==> src/bpu_pkg.sv <==
`default_nettype none

package bpu_pkg;

	// -------------------------------------------------------------------------
	// Table geometry
	// -------------------------------------------------------------------------

	// Word PC, byte offset bits dropped
	localparam int PC_W        = 30;

	// BHT indexed by pc[7:2]
	localparam int BHT_ENTRIES = 64;
	localparam int BHT_IDX_W   = 6;

	// BTB indexed by pc[6:2], tagged by pc[31:7]
	localparam int BTB_ENTRIES = 32;
	localparam int BTB_IDX_W   = 5;
	localparam int BTB_TAG_W   = 25;

	localparam int RAS_DEPTH   = 8;
	localparam int RAS_PTR_W   = 3;

	// -------------------------------------------------------------------------
	// Branch opcodes, inst[31:26]
	// -------------------------------------------------------------------------
	localparam logic [5:0] OPC_JIRL = 6'h13;
	localparam logic [5:0] OPC_B    = 6'h14;
	localparam logic [5:0] OPC_BL   = 6'h15;
	localparam logic [5:0] OPC_BEQ  = 6'h16;
	localparam logic [5:0] OPC_BNE  = 6'h17;
	localparam logic [5:0] OPC_BLT  = 6'h18;
	localparam logic [5:0] OPC_BGE  = 6'h19;
	localparam logic [5:0] OPC_BLTU = 6'h1a;
	localparam logic [5:0] OPC_BGEU = 6'h1b;

	typedef enum logic [1:0] {BR_NONE, BR_IMMEDIATE, BR_INDIRECT, BR_CONDITION} branch_kind_e;

	typedef enum logic [2:0] {
		CMP_EQ, CMP_NE, CMP_LT, CMP_GE, CMP_LTU, CMP_GEU, CMP_NONE
	} cmp_kind_e;

	typedef enum logic [1:0] {CLS_PC_RELATIVE, CLS_ABSOLUTE, CLS_CALL, CLS_RETURN} branch_class_e;

	// b and bl, offset split in two fields
	typedef struct packed {
		logic [5:0]  opcode;
		logic [15:0] offs_lo;
		logic [9:0]  offs_hi;
	} inst_off26_t;

	// jirl and conditional branches
	typedef struct packed {
		logic [5:0]  opcode;
		logic [15:0] offs16;
		logic [4:0]  rj;
		logic [4:0]  rd;
	} inst_reg_t;

	typedef union packed {
		inst_off26_t off26;
		inst_reg_t   regs;
	} inst_word_u;

endpackage : bpu_pkg

`default_nettype wire

==> src/bht.sv <==
`timescale 1ns/1ps
`default_nettype none

module bht (
	input  wire        clk,
	input  wire        rst_n_i,
	input  wire [31:0] lookup_pc_i,
	output logic       predict_taken_o,
	input  wire        update_i,
	input  wire [31:0] update_pc_i,
	input  wire        update_taken_i
);

	import bpu_pkg::*;

	logic [1:0]           counter_q [BHT_ENTRIES];
	logic [BHT_IDX_W-1:0] lookup_idx;
	logic [BHT_IDX_W-1:0] update_idx;
	logic [1:0]           next_cnt;

	assign lookup_idx = lookup_pc_i[BHT_IDX_W+1:2];
	assign update_idx = update_pc_i[BHT_IDX_W+1:2];

	// Counter MSB gives the direction
	assign predict_taken_o = counter_q[lookup_idx][1];

	// Saturating step toward the resolved direction
	always_comb begin
		next_cnt = counter_q[update_idx];
		if (update_taken_i && next_cnt != 2'b11) begin
			next_cnt = next_cnt + 2'd1;
		end else if (!update_taken_i && next_cnt != 2'b00) begin
			next_cnt = next_cnt - 2'd1;
		end
	end

	always_ff @(posedge clk) begin
		if (!rst_n_i) begin
			// weakly not taken
			for (int i = 0; i < BHT_ENTRIES; i++) begin
				counter_q[i] <= 2'b01;
			end
		end else if (update_i) begin
			counter_q[update_idx] <= next_cnt;
		end
	end

endmodule : bht

`default_nettype wire

==> src/bpf.sv <==
`timescale 1ns/1ps
`default_nettype none

module bpf (
	input  wire                        resolve_valid_i,
	input  wire [31:0]                 resolve_pc_i,
	input  wire [31:0]                 rj_data_i,
	input  wire [31:0]                 rd_data_i,
	input  wire [31:0]                 resolve_npc_i,
	input  wire bpu_pkg::branch_kind_e kind_i,
	input  wire bpu_pkg::cmp_kind_e    cmp_i,
	input  wire                        link_i,
	input  wire [4:0]                  rj_idx_i,
	input  wire [4:0]                  rd_idx_i,
	input  wire [31:0]                 offs26_i,
	input  wire [31:0]                 offs16_i,
	output logic                       flush_o,
	output logic [31:0]                redirect_pc_o,
	output logic                       taken_o,
	output bpu_pkg::branch_class_e     class_o,
	output logic                       bht_update_o,
	output logic                       btb_update_o,
	output logic                       ras_push_o,
	output logic                       ras_pop_o
);

	import bpu_pkg::*;

	logic [31:0] seq_pc;
	logic        cmp_taken;

	assign seq_pc = resolve_pc_i + 32'd4;

	// -------------------------------------------------------------------------
	// Direction and target
	// -------------------------------------------------------------------------
	always_comb begin
		case (cmp_i)
			CMP_EQ:  cmp_taken = (rj_data_i == rd_data_i);
			CMP_NE:  cmp_taken = (rj_data_i != rd_data_i);
			CMP_LT:  cmp_taken = ($signed(rj_data_i) < $signed(rd_data_i));
			CMP_GE:  cmp_taken = ($signed(rj_data_i) >= $signed(rd_data_i));
			CMP_LTU: cmp_taken = (rj_data_i < rd_data_i);
			CMP_GEU: cmp_taken = (rj_data_i >= rd_data_i);
			default: cmp_taken = 1'b0;
		endcase
	end

	// Unconditional kinds always taken
	assign taken_o = (kind_i == BR_CONDITION) ? cmp_taken : (kind_i != BR_NONE);

	always_comb begin
		case (kind_i)
			BR_IMMEDIATE: redirect_pc_o = resolve_pc_i + (offs26_i << 2);
			BR_INDIRECT:  redirect_pc_o = rj_data_i + (offs16_i << 2);
			BR_CONDITION: redirect_pc_o = cmp_taken ? resolve_pc_i + (offs16_i << 2) : seq_pc;
			default:      redirect_pc_o = seq_pc;
		endcase
	end

	// -------------------------------------------------------------------------
	// Classification, call takes priority over return
	// -------------------------------------------------------------------------
	always_comb begin
		if (link_i || (kind_i == BR_INDIRECT && rd_idx_i == 5'd1)) begin
			class_o = CLS_CALL;
		end else if (kind_i == BR_INDIRECT && rj_idx_i == 5'd1 && offs16_i == '0) begin
			class_o = CLS_RETURN;
		end else if (kind_i == BR_IMMEDIATE || kind_i == BR_INDIRECT) begin
			class_o = CLS_ABSOLUTE;
		end else begin
			class_o = CLS_PC_RELATIVE;
		end
	end

	// Carried prediction disagrees with the real next PC
	assign flush_o = resolve_valid_i && (resolve_npc_i != redirect_pc_o);

	// Table strobes, already qualified by the resolve strobe
	assign bht_update_o = resolve_valid_i && (kind_i == BR_CONDITION);
	assign btb_update_o = flush_o && taken_o;
	assign ras_push_o   = resolve_valid_i && (class_o == CLS_CALL);
	assign ras_pop_o    = resolve_valid_i && (class_o == CLS_RETURN);

endmodule : bpf

`default_nettype wire

==> src/bpu_top.sv <==
`timescale 1ns/1ps
`default_nettype none

module bpu_top (
	input  wire         clk,
	input  wire         rst_n_i,
	input  wire         fetch_valid_i,
	input  wire  [31:0] fetch_pc_i,
	output logic [31:0] predict_npc_o,
	input  wire         resolve_valid_i,
	input  wire  [31:0] resolve_pc_i,
	input  wire  [31:0] resolve_inst_i,
	input  wire  [31:0] rj_data_i,
	input  wire  [31:0] rd_data_i,
	input  wire  [31:0] resolve_npc_i,
	output logic        flush_o,
	output logic [31:0] redirect_pc_o
);

	import bpu_pkg::*;

	// Decode to feedback
	branch_kind_e    dec_kind;
	cmp_kind_e       dec_cmp;
	logic            dec_link;
	logic [4:0]      dec_rj_idx;
	logic [4:0]      dec_rd_idx;
	logic [31:0]     dec_offs26;
	logic [31:0]     dec_offs16;

	// Feedback to tables
	logic            taken;
	branch_class_e   cls;
	logic            bht_update;
	logic            btb_update;
	logic            ras_push;
	logic            ras_pop;

	// Table lookups
	logic            bht_taken;
	logic            btb_hit;
	logic [PC_W-1:0] btb_target;
	branch_class_e   btb_class;
	logic [PC_W-1:0] ras_top;
	logic            ras_empty;

	// -------------------------------------------------------------------------
	// Resolve side
	// -------------------------------------------------------------------------
	branch_decode u_decode (.resolve_inst_i(resolve_inst_i), .kind_o(dec_kind),
		.cmp_o(dec_cmp), .link_o(dec_link), .rj_idx_o(dec_rj_idx), .rd_idx_o(dec_rd_idx),
		.offs26_o(dec_offs26), .offs16_o(dec_offs16));

	bpf u_bpf (.resolve_valid_i(resolve_valid_i), .resolve_pc_i(resolve_pc_i),
		.rj_data_i(rj_data_i), .rd_data_i(rd_data_i), .resolve_npc_i(resolve_npc_i),
		.kind_i(dec_kind), .cmp_i(dec_cmp), .link_i(dec_link), .rj_idx_i(dec_rj_idx),
		.rd_idx_i(dec_rd_idx), .offs26_i(dec_offs26), .offs16_i(dec_offs16),
		.flush_o(flush_o), .redirect_pc_o(redirect_pc_o), .taken_o(taken), .class_o(cls),
		.bht_update_o(bht_update), .btb_update_o(btb_update), .ras_push_o(ras_push),
		.ras_pop_o(ras_pop));

	// -------------------------------------------------------------------------
	// Tables, looked up by fetch and trained by resolve
	// -------------------------------------------------------------------------
	bht u_bht (.clk(clk), .rst_n_i(rst_n_i), .lookup_pc_i(fetch_pc_i),
		.predict_taken_o(bht_taken), .update_i(bht_update), .update_pc_i(resolve_pc_i),
		.update_taken_i(taken));

	btb u_btb (.clk(clk), .rst_n_i(rst_n_i), .lookup_pc_i(fetch_pc_i), .hit_o(btb_hit),
		.target_o(btb_target), .class_o(btb_class), .write_i(btb_update),
		.write_pc_i(resolve_pc_i), .write_target_i(redirect_pc_o), .write_class_i(cls));

	// Return address derived inside from the call PC
	ras u_ras (.clk(clk), .rst_n_i(rst_n_i), .push_i(ras_push),
		.push_addr_i(resolve_pc_i[31:2]), .pop_i(ras_pop), .top_o(ras_top),
		.empty_o(ras_empty));

	next_pc_select u_npc (.fetch_valid_i(fetch_valid_i), .fetch_pc_i(fetch_pc_i),
		.bht_taken_i(bht_taken), .btb_hit_i(btb_hit), .btb_target_i(btb_target),
		.btb_class_i(btb_class), .ras_top_i(ras_top), .ras_empty_i(ras_empty),
		.predict_npc_o(predict_npc_o));

endmodule : bpu_top

`default_nettype wire

==> src/branch_decode.sv <==
`timescale 1ns/1ps
`default_nettype none

module branch_decode (
	input  wire bpu_pkg::inst_word_u resolve_inst_i,
	output bpu_pkg::branch_kind_e    kind_o,
	output bpu_pkg::cmp_kind_e       cmp_o,
	output logic                     link_o,
	output logic [4:0]               rj_idx_o,
	output logic [4:0]               rd_idx_o,
	output logic [31:0]              offs26_o,
	output logic [31:0]              offs16_o
);

	import bpu_pkg::*;

	logic [5:0]  opcode;
	logic [25:0] offs26;

	// Opcode and register fields from the register view
	assign opcode   = resolve_inst_i.regs.opcode;
	assign rj_idx_o = resolve_inst_i.regs.rj;
	assign rd_idx_o = resolve_inst_i.regs.rd;
	assign offs16_o = {{16{resolve_inst_i.regs.offs16[15]}}, resolve_inst_i.regs.offs16};

	// Upper ten offset bits sit in the low instruction bits
	assign offs26   = {resolve_inst_i.off26.offs_hi, resolve_inst_i.off26.offs_lo};
	assign offs26_o = {{6{offs26[25]}}, offs26};

	always_comb begin
		kind_o = BR_CONDITION;
		cmp_o  = CMP_NONE;
		link_o = 1'b0;
		case (opcode)
			OPC_JIRL: kind_o = BR_INDIRECT;
			OPC_B:    kind_o = BR_IMMEDIATE;
			OPC_BL: begin
				kind_o = BR_IMMEDIATE;
				link_o = 1'b1;
			end
			OPC_BEQ:  cmp_o = CMP_EQ;
			OPC_BNE:  cmp_o = CMP_NE;
			OPC_BLT:  cmp_o = CMP_LT;
			OPC_BGE:  cmp_o = CMP_GE;
			OPC_BLTU: cmp_o = CMP_LTU;
			OPC_BGEU: cmp_o = CMP_GEU;
			// Not a branch
			default:  kind_o = BR_NONE;
		endcase
	end

endmodule : branch_decode

`default_nettype wire

==> src/btb.sv <==
`timescale 1ns/1ps
`default_nettype none

module btb (
	input  wire                         clk,
	input  wire                         rst_n_i,
	input  wire [31:0]                  lookup_pc_i,
	output logic                        hit_o,
	output logic [bpu_pkg::PC_W-1:0]    target_o,
	output bpu_pkg::branch_class_e      class_o,
	input  wire                         write_i,
	input  wire [31:0]                  write_pc_i,
	input  wire [31:0]                  write_target_i,
	input  wire bpu_pkg::branch_class_e write_class_i
);

	import bpu_pkg::*;

	logic                 valid_q  [BTB_ENTRIES];
	logic [BTB_TAG_W-1:0] tag_q    [BTB_ENTRIES];
	logic [PC_W-1:0]      target_q [BTB_ENTRIES];
	branch_class_e        class_q  [BTB_ENTRIES];

	logic [BTB_IDX_W-1:0] lookup_idx;
	logic [BTB_TAG_W-1:0] lookup_tag;
	logic [BTB_IDX_W-1:0] write_idx;
	logic [BTB_TAG_W-1:0] write_tag;

	// -------------------------------------------------------------------------
	// Lookup
	// -------------------------------------------------------------------------
	assign lookup_idx = lookup_pc_i[BTB_IDX_W+1:2];
	assign lookup_tag = lookup_pc_i[31 -: BTB_TAG_W];

	assign hit_o    = valid_q[lookup_idx] && (tag_q[lookup_idx] == lookup_tag);
	assign target_o = target_q[lookup_idx];
	assign class_o  = class_q[lookup_idx];

	// -------------------------------------------------------------------------
	// Write, direct mapped so the indexed entry is replaced
	// -------------------------------------------------------------------------
	assign write_idx = write_pc_i[BTB_IDX_W+1:2];
	assign write_tag = write_pc_i[31 -: BTB_TAG_W];

	always_ff @(posedge clk) begin
		if (!rst_n_i) begin
			for (int i = 0; i < BTB_ENTRIES; i++) begin
				valid_q[i] <= 1'b0;
			end
		end else if (write_i) begin
			valid_q[write_idx] <= 1'b1;
		end
	end

	// Entry payload
	always_ff @(posedge clk) begin
		if (write_i) begin
			tag_q[write_idx]    <= write_tag;
			target_q[write_idx] <= write_target_i[31:2];
			class_q[write_idx]  <= write_class_i;
		end
	end

endmodule : btb

`default_nettype wire

==> src/next_pc_select.sv <==
`timescale 1ns/1ps
`default_nettype none

module next_pc_select (
	input  wire                         fetch_valid_i,
	input  wire [31:0]                  fetch_pc_i,
	input  wire                         bht_taken_i,
	input  wire                         btb_hit_i,
	input  wire [bpu_pkg::PC_W-1:0]     btb_target_i,
	input  wire bpu_pkg::branch_class_e btb_class_i,
	input  wire [bpu_pkg::PC_W-1:0]     ras_top_i,
	input  wire                         ras_empty_i,
	output logic [31:0]                 predict_npc_o
);

	import bpu_pkg::*;

	logic [PC_W-1:0] seq_word;
	logic [PC_W-1:0] npc_word;

	assign seq_word = fetch_pc_i[31:2] + PC_W'(1);

	// Idle fetch falls through to the sequential PC
	always_comb begin
		npc_word = seq_word;
		if (fetch_valid_i && btb_hit_i) begin
			case (btb_class_i)
				CLS_RETURN: begin
					if (!ras_empty_i) begin
						npc_word = ras_top_i;
					end
				end
				CLS_CALL, CLS_ABSOLUTE: npc_word = btb_target_i;
				// conditional, follow the counter
				default: begin
					if (bht_taken_i) begin
						npc_word = btb_target_i;
					end
				end
			endcase
		end
	end

	assign predict_npc_o = {npc_word, 2'b00};

endmodule : next_pc_select

`default_nettype wire

==> src/ras.sv <==
`timescale 1ns/1ps
`default_nettype none

module ras (
	input  wire                      clk,
	input  wire                      rst_n_i,
	input  wire                      push_i,
	input  wire [bpu_pkg::PC_W-1:0]  push_addr_i,
	input  wire                      pop_i,
	output logic [bpu_pkg::PC_W-1:0] top_o,
	output logic                     empty_o
);

	import bpu_pkg::*;

	logic [PC_W-1:0]      stack_q [RAS_DEPTH];
	logic [RAS_PTR_W-1:0] ptr_q;
	logic [RAS_PTR_W:0]   count_q;
	logic [RAS_PTR_W-1:0] top_idx;
	logic [PC_W-1:0]      ret_addr;

	// ptr_q is the next free slot, it wraps onto the oldest entry
	assign top_idx = ptr_q - 1'b1;
	assign top_o   = stack_q[top_idx];
	assign empty_o = (count_q == '0);

	// Call site in, return lands on the following word
	assign ret_addr = push_addr_i + PC_W'(1);

	always_ff @(posedge clk) begin
		if (!rst_n_i) begin
			ptr_q   <= '0;
			count_q <= '0;
		end else if (push_i && !pop_i) begin
			ptr_q <= ptr_q + 1'b1;
			// Depth saturates, oldest entry lost
			if (count_q != (RAS_PTR_W+1)'(RAS_DEPTH)) begin
				count_q <= count_q + 1'b1;
			end
		end else if (pop_i && !push_i && !empty_o) begin
			ptr_q   <= top_idx;
			count_q <= count_q - 1'b1;
		end
	end

	// Push together with pop rewrites the top in place
	always_ff @(posedge clk) begin
		if (push_i) begin
			stack_q[pop_i ? top_idx : ptr_q] <= ret_addr;
		end
	end

endmodule : ras

`default_nettype wire
==> config.mk <==
export PLATFORM = sky130hd
export DESIGN_NAME = bpu_top
export DESIGN_NICKNAME = d
export VERILOG_FILES = /design/src/bpu_pkg.sv /design/src/bht.sv /design/src/bpf.sv /design/src/bpu_top.sv /design/src/branch_decode.sv /design/src/btb.sv /design/src/next_pc_select.sv /design/src/ras.sv
export SDC_FILE = /design/constraint.sdc
export NUM_CORES = 2
export LEC_CHECK = 0
export ABC_AREA = 1
export ABC_CLOCK_PERIOD_IN_PS = 18300
export BUFFER_PORTS_ARGS = -buffer_cell sky130_fd_sc_hd__buf_2
export CAP_MARGIN = 25
export CORE_MARGIN = 2
export CORE_UTILIZATION = 25
export DETAILED_ROUTE_END_ITERATION = 7
export MAX_ROUTING_LAYER = met4
export PLACE_DENSITY = 0.36
export SYNTH_ARGS = -nofsm -noshare
export SYNTH_HDL_FRONTEND = slang
export SYNTH_SLANG_ARGS = --single-unit
==> constraint.sdc <==
create_clock -name clk -period 18.3 [get_ports clk]
set_input_delay 0.915 -clock clk [delete_from_list [all_inputs] [get_ports clk]]
set_output_delay 0.915 -clock clk [all_outputs]
set_load 0.03 [all_outputs]
==> key figures <==
Worst setup path
  – CP Capture Type: output pin
  – CP Data Required Time: around 17 ns
  – Worst Path Arrival: approximately 7.3 ns
  – Critical path type: primary input to output pin
  – Register-to-Register Path Depth: 9
  – Startpoint types: primary input
  – Max FO, Critical Path: 122

Floorplanning
  – Site Rows: 231
  – Core area: roughly 400,000 um^2
  – Die H: around 630 um
  – # IOs: 261
  – Die span in x: ~630 um
  – Die area: 401,500 um^2
  – Initial Util: between 20% and 30%

Global route
  – Gr usage total: between 20% and 30%
  – Global-route wire length before repair: 565.4 mm
  – Initial antenna violation count: 45
  – Vias in the first global route: 70,370
  – Largest net degree at the start of global routing: between 150 and 200
  – Grt ovf: 0

Detailed routing
  – Post-route ant nets: 0
  – DR vias: approximately 72,000
  – Drt first-iter violations: between 6,000 and 7,000
  – Drc violations: 0
  – Via-per-instance ratio: 4.971
  – WL final: roughly 410 mm
  – DR pass1 iterations: 6
  – Routed wire per std cell: around 28 um

Logic synthesis
  – Netlist Area Pre-Place: 99,120 um^2
  – Combinational family with the most area after synthesis: simple AND/OR/NAND/NOR gates
  – Netlist cell types: 74
  – Compound-Gate Fraction of Synth Area: 13.17%
  – Top FF cell, synth: edfxtp_1
  – Ys Warns: 0
  – Sequential share of the synthesized area: between 60% and 70%
  – Post-synth EDFFs: approximately 2,200
  – Post-Synth Adder-Cell Area: 1.588%
  – FFs w/ async S/R, synth: 0%
  – Post-synthesis xor/xnor area fraction: 0.7511%
  – Synth Area in Simple Gates: a little over an eighth
  – Synth Area per Inst: approximately 11 um^2
  – Cells after Synth: around 8,800
  – Flops & latches, synth: between 2,000 and 2,500
  – Multiplexer share of the synthesized area: less than 1%

Job
  – Max-Cap Viols: 0

STA
  – Fmax: about 0.12 GHz
  – Relative slew slack: under 10%
  – Crit path time final: 8.207 ns
  – Pins over their slew limit: 0
  – Hold Vio Cnt, Final: 0
  – RSZ-0062 raised after global routing: false
  – Finish-stage setup viols: 0
  – Worst slew pin tran: roughly 1.4 ns
  – Final Skew: 0.03606 ns
  – Fin crit share: between 40% and 50%
  – Setup TNS: 0 ns

Clocking
  – CTS Root Cell: clkbuf_16
  – H-tree depth: 5
  – CTS max path bufs: 4
  – Reg clk slew, reported paths: 0.06 ns
  – Number of buffers created by CTS: 270
  – Sink Count: around 2,200
  – Hold buffer count at CTS: 0
  – TritonCTS clock tree: built
  – # Post-CTS Setup Buffers: 0
  – Post-cts resize count: 0
  – Worst skew pair latency: 0.90 ns

Finish
  – Footprint of the multi-input gates: between 20,000 and 30,000 um^2
  – Sequential Area: approximately 67,000 um^2
  – Final nets: around 9,300
  – Layout cells sized above 1: a little over a tenth
  – P&R area growth vs syn: 16.66%
  – Final Util: just under 30%
  – Fillers: between 40,000 and 50,000

Pwr
  – Lkg Pwr: about 39 nW
  – VDD IR-drop max: between 0.06 and 0.07 mV
  – Power per cell area: between 100 and 150 nW/um^2

Status
  – Outcome: finished, final reports clean

Worst hold path
  – Hold Path Cell Cnt: 2
  – Hold/Removal Path Class: register to register

Placement
  – Hpwl dp: 252.5 mm
  – Port-buffer cells: approximately 260
  – Routability cong.: slightly below 0.9
power breakdown:
group	total (mW)	leakage [nW]	switching (mW)	internal [mW]
registers	5.69	19.7	0.00718	5.68
clock network	5.19	4.07	2.19	2.99
logic	1.15	14.8	0.887	0.268
total	12.0	38.6	3.09	8.94
logic make-up (layout without fill, tap and decap cells):
family                     Yosys count  in the layout
AOI/OAI and AO/OA                 2216           2216
xor gates and xnor gates            85             85
adders and majority gates          124            124
buffers and inverters              990           1425
DFF                               2231           2231
muxes                                1              1
other                                1             26
and+or+nand+nor                   3125           3125
synth_stat cells, types with 4 or more instances:
master / number / area [um^2]
nand4_1: 166 / 1039
buf_1: 50 / 187.7
o2bb2ai_1: 4 / 35.03
o221ai_1: 187 / 1638
ha_1: 121 / 1514
a22oi_1: 19 / 142.6
o21bai_1: 9 / 67.56
o21a_1: 8 / 60.06
nand2_4: 4 / 45.04
a221oi_1: 55 / 481.7
a21o_1: 14 / 105.1
nor3_1: 44 / 220.2
nand3_2: 6 / 60.06
buf_2: 97 / 485.5
o21ai_0: 1132 / 5665
a32o_1: 24 / 240.2
xnor2_1: 23 / 201.4
buf_6: 4 / 45.04
a31oi_1: 7 / 43.79
o21ai_1: 8 / 40.04
a22o_1: 7 / 61.31
a21oi_1: 317 / 1587
o2111ai_1: 8 / 70.07
nand2_1: 1214 / 4557
inv_2: 12 / 45.04
o211ai_1: 64 / 480.5
nor2_2: 5 / 31.28
or2_2: 17 / 106.4
o22ai_1: 286 / 1789
nor4_1: 18 / 112.6
edfxtp_1: 2192 / 65820
nand3b_1: 21 / 157.7
inv_1: 427 / 1603
o311ai_0: 20 / 175.2
buf_4: 6 / 45.04
nor3_2: 34 / 340.3
xor2_1: 62 / 543.0
nor2_1: 1311 / 4921
nand3_1: 262 / 1311
dfxtp_1: 39 / 780.8
clkbuf_1: 386 / 1449
o31ai_1: 8 / 60.06
a211oi_1: 23 / 172.7
sequential cells by signal (all words and copies together), names as in the netlist:
name             flops
u_btb.target_q     960
u_btb.tag_q        800
u_ras.stack_q      240
u_bht.counter_q    128
u_btb.class_q       64
u_btb.valid_q       32
u_ras.count_q        4
u_ras.ptr_q          3
routing by layer:
metal  share of wire (%)  track usage [%]  vias up
met4                 2.9            5.521        0
met2                  48            33.98     1941
met1                  45            26.53    36980
met5                   0                -        -
li1                    -                -    32570
met3                 4.2            2.358      468
cell usage in the layout, fill, tap and decap left out, types with 20 or more instances in the layout:
cell type  instances
a211oi_1          23
nor2_1          1301
clkbuf_1          71
a21oi_1          317
o211ai_1          64
a221oi_1          55
diode_2           24
o221ai_1         187
nor3_1            37
a32o_1            24
nand4_1          166
xnor2_1           22
xor2_1            62
o311ai_0          20
buf_2            251
buf_4            227
nor3_4            34
clkinv_2          35
ha_1             119
edfxtp_1        2192
clkbuf_16        277
o22ai_1          286
nand3_1          261
nand3b_1          21
nand2_1         1213
dfxtp_1           38
clkinv_1          55
inv_1            422
o21ai_0         1131
worst max-delay path: stages:
cell and delay, ns:
buf_8 0.21, inv_8 0.54, buf_12 0.44, buf_4 0.58, a21oi_1 0.13, o311ai_0 0.48
o221ai_1 0.33, nand2_1 0.29, nand4_1 0.11, a211oi_1 0.22, nand2_1 0.08, nor4_1 0.60
nand3_2 0.13, buf_4 0.28, inv_2 0.47, nor2_1 0.08, a21oi_1 0.65, buf_2 0.33
metrics by stage:
step	hold WS [ns]	instance area [um^2]	cells	power, mW	setup WS (ns)
after detailed placement	0.4334	107200	13970	6.955	9.378
after floorplan	0.4225	99120	8774	6.415	9.815
after CTS	0.4421	115500	14450	12.16	10.01
after global routing	0.4560	115600	14470	12.44	9.844
final	0.4399	115600	14480	12.03	10.09
after global placement	0.4302	106900	13960	6.947	9.436
path summary, 6_finish.rpt:
check,from,to,slack (ns)
max,fetch_pc_i[2],predict_npc_o[25],10.09
min,u_btb.valid_q[6],u_btb.valid_q[6],0.44
max reg2reg,u_ras.ptr_q[0],u_ras.stack_q[0][3],13.83
min reg2reg,u_btb.valid_q[6],u_btb.valid_q[6],0.44
layout make-up:
| class | count | area share, % |
|---|---|---|
| inverter | 444 | 1.475 |
| antenna | 24 | 0.05194 |
| sequential | 2231 | 57.60 |
| timing repair buffer | 503 | 2.981 |
| clock inverter | 127 | 0.9609 |
| clock buffer | 351 | 6.251 |
| multi-input combinational | 5553 | 25.01 |
| tap | 5242 | 5.672 |
(Power assumes the default switching activity.)
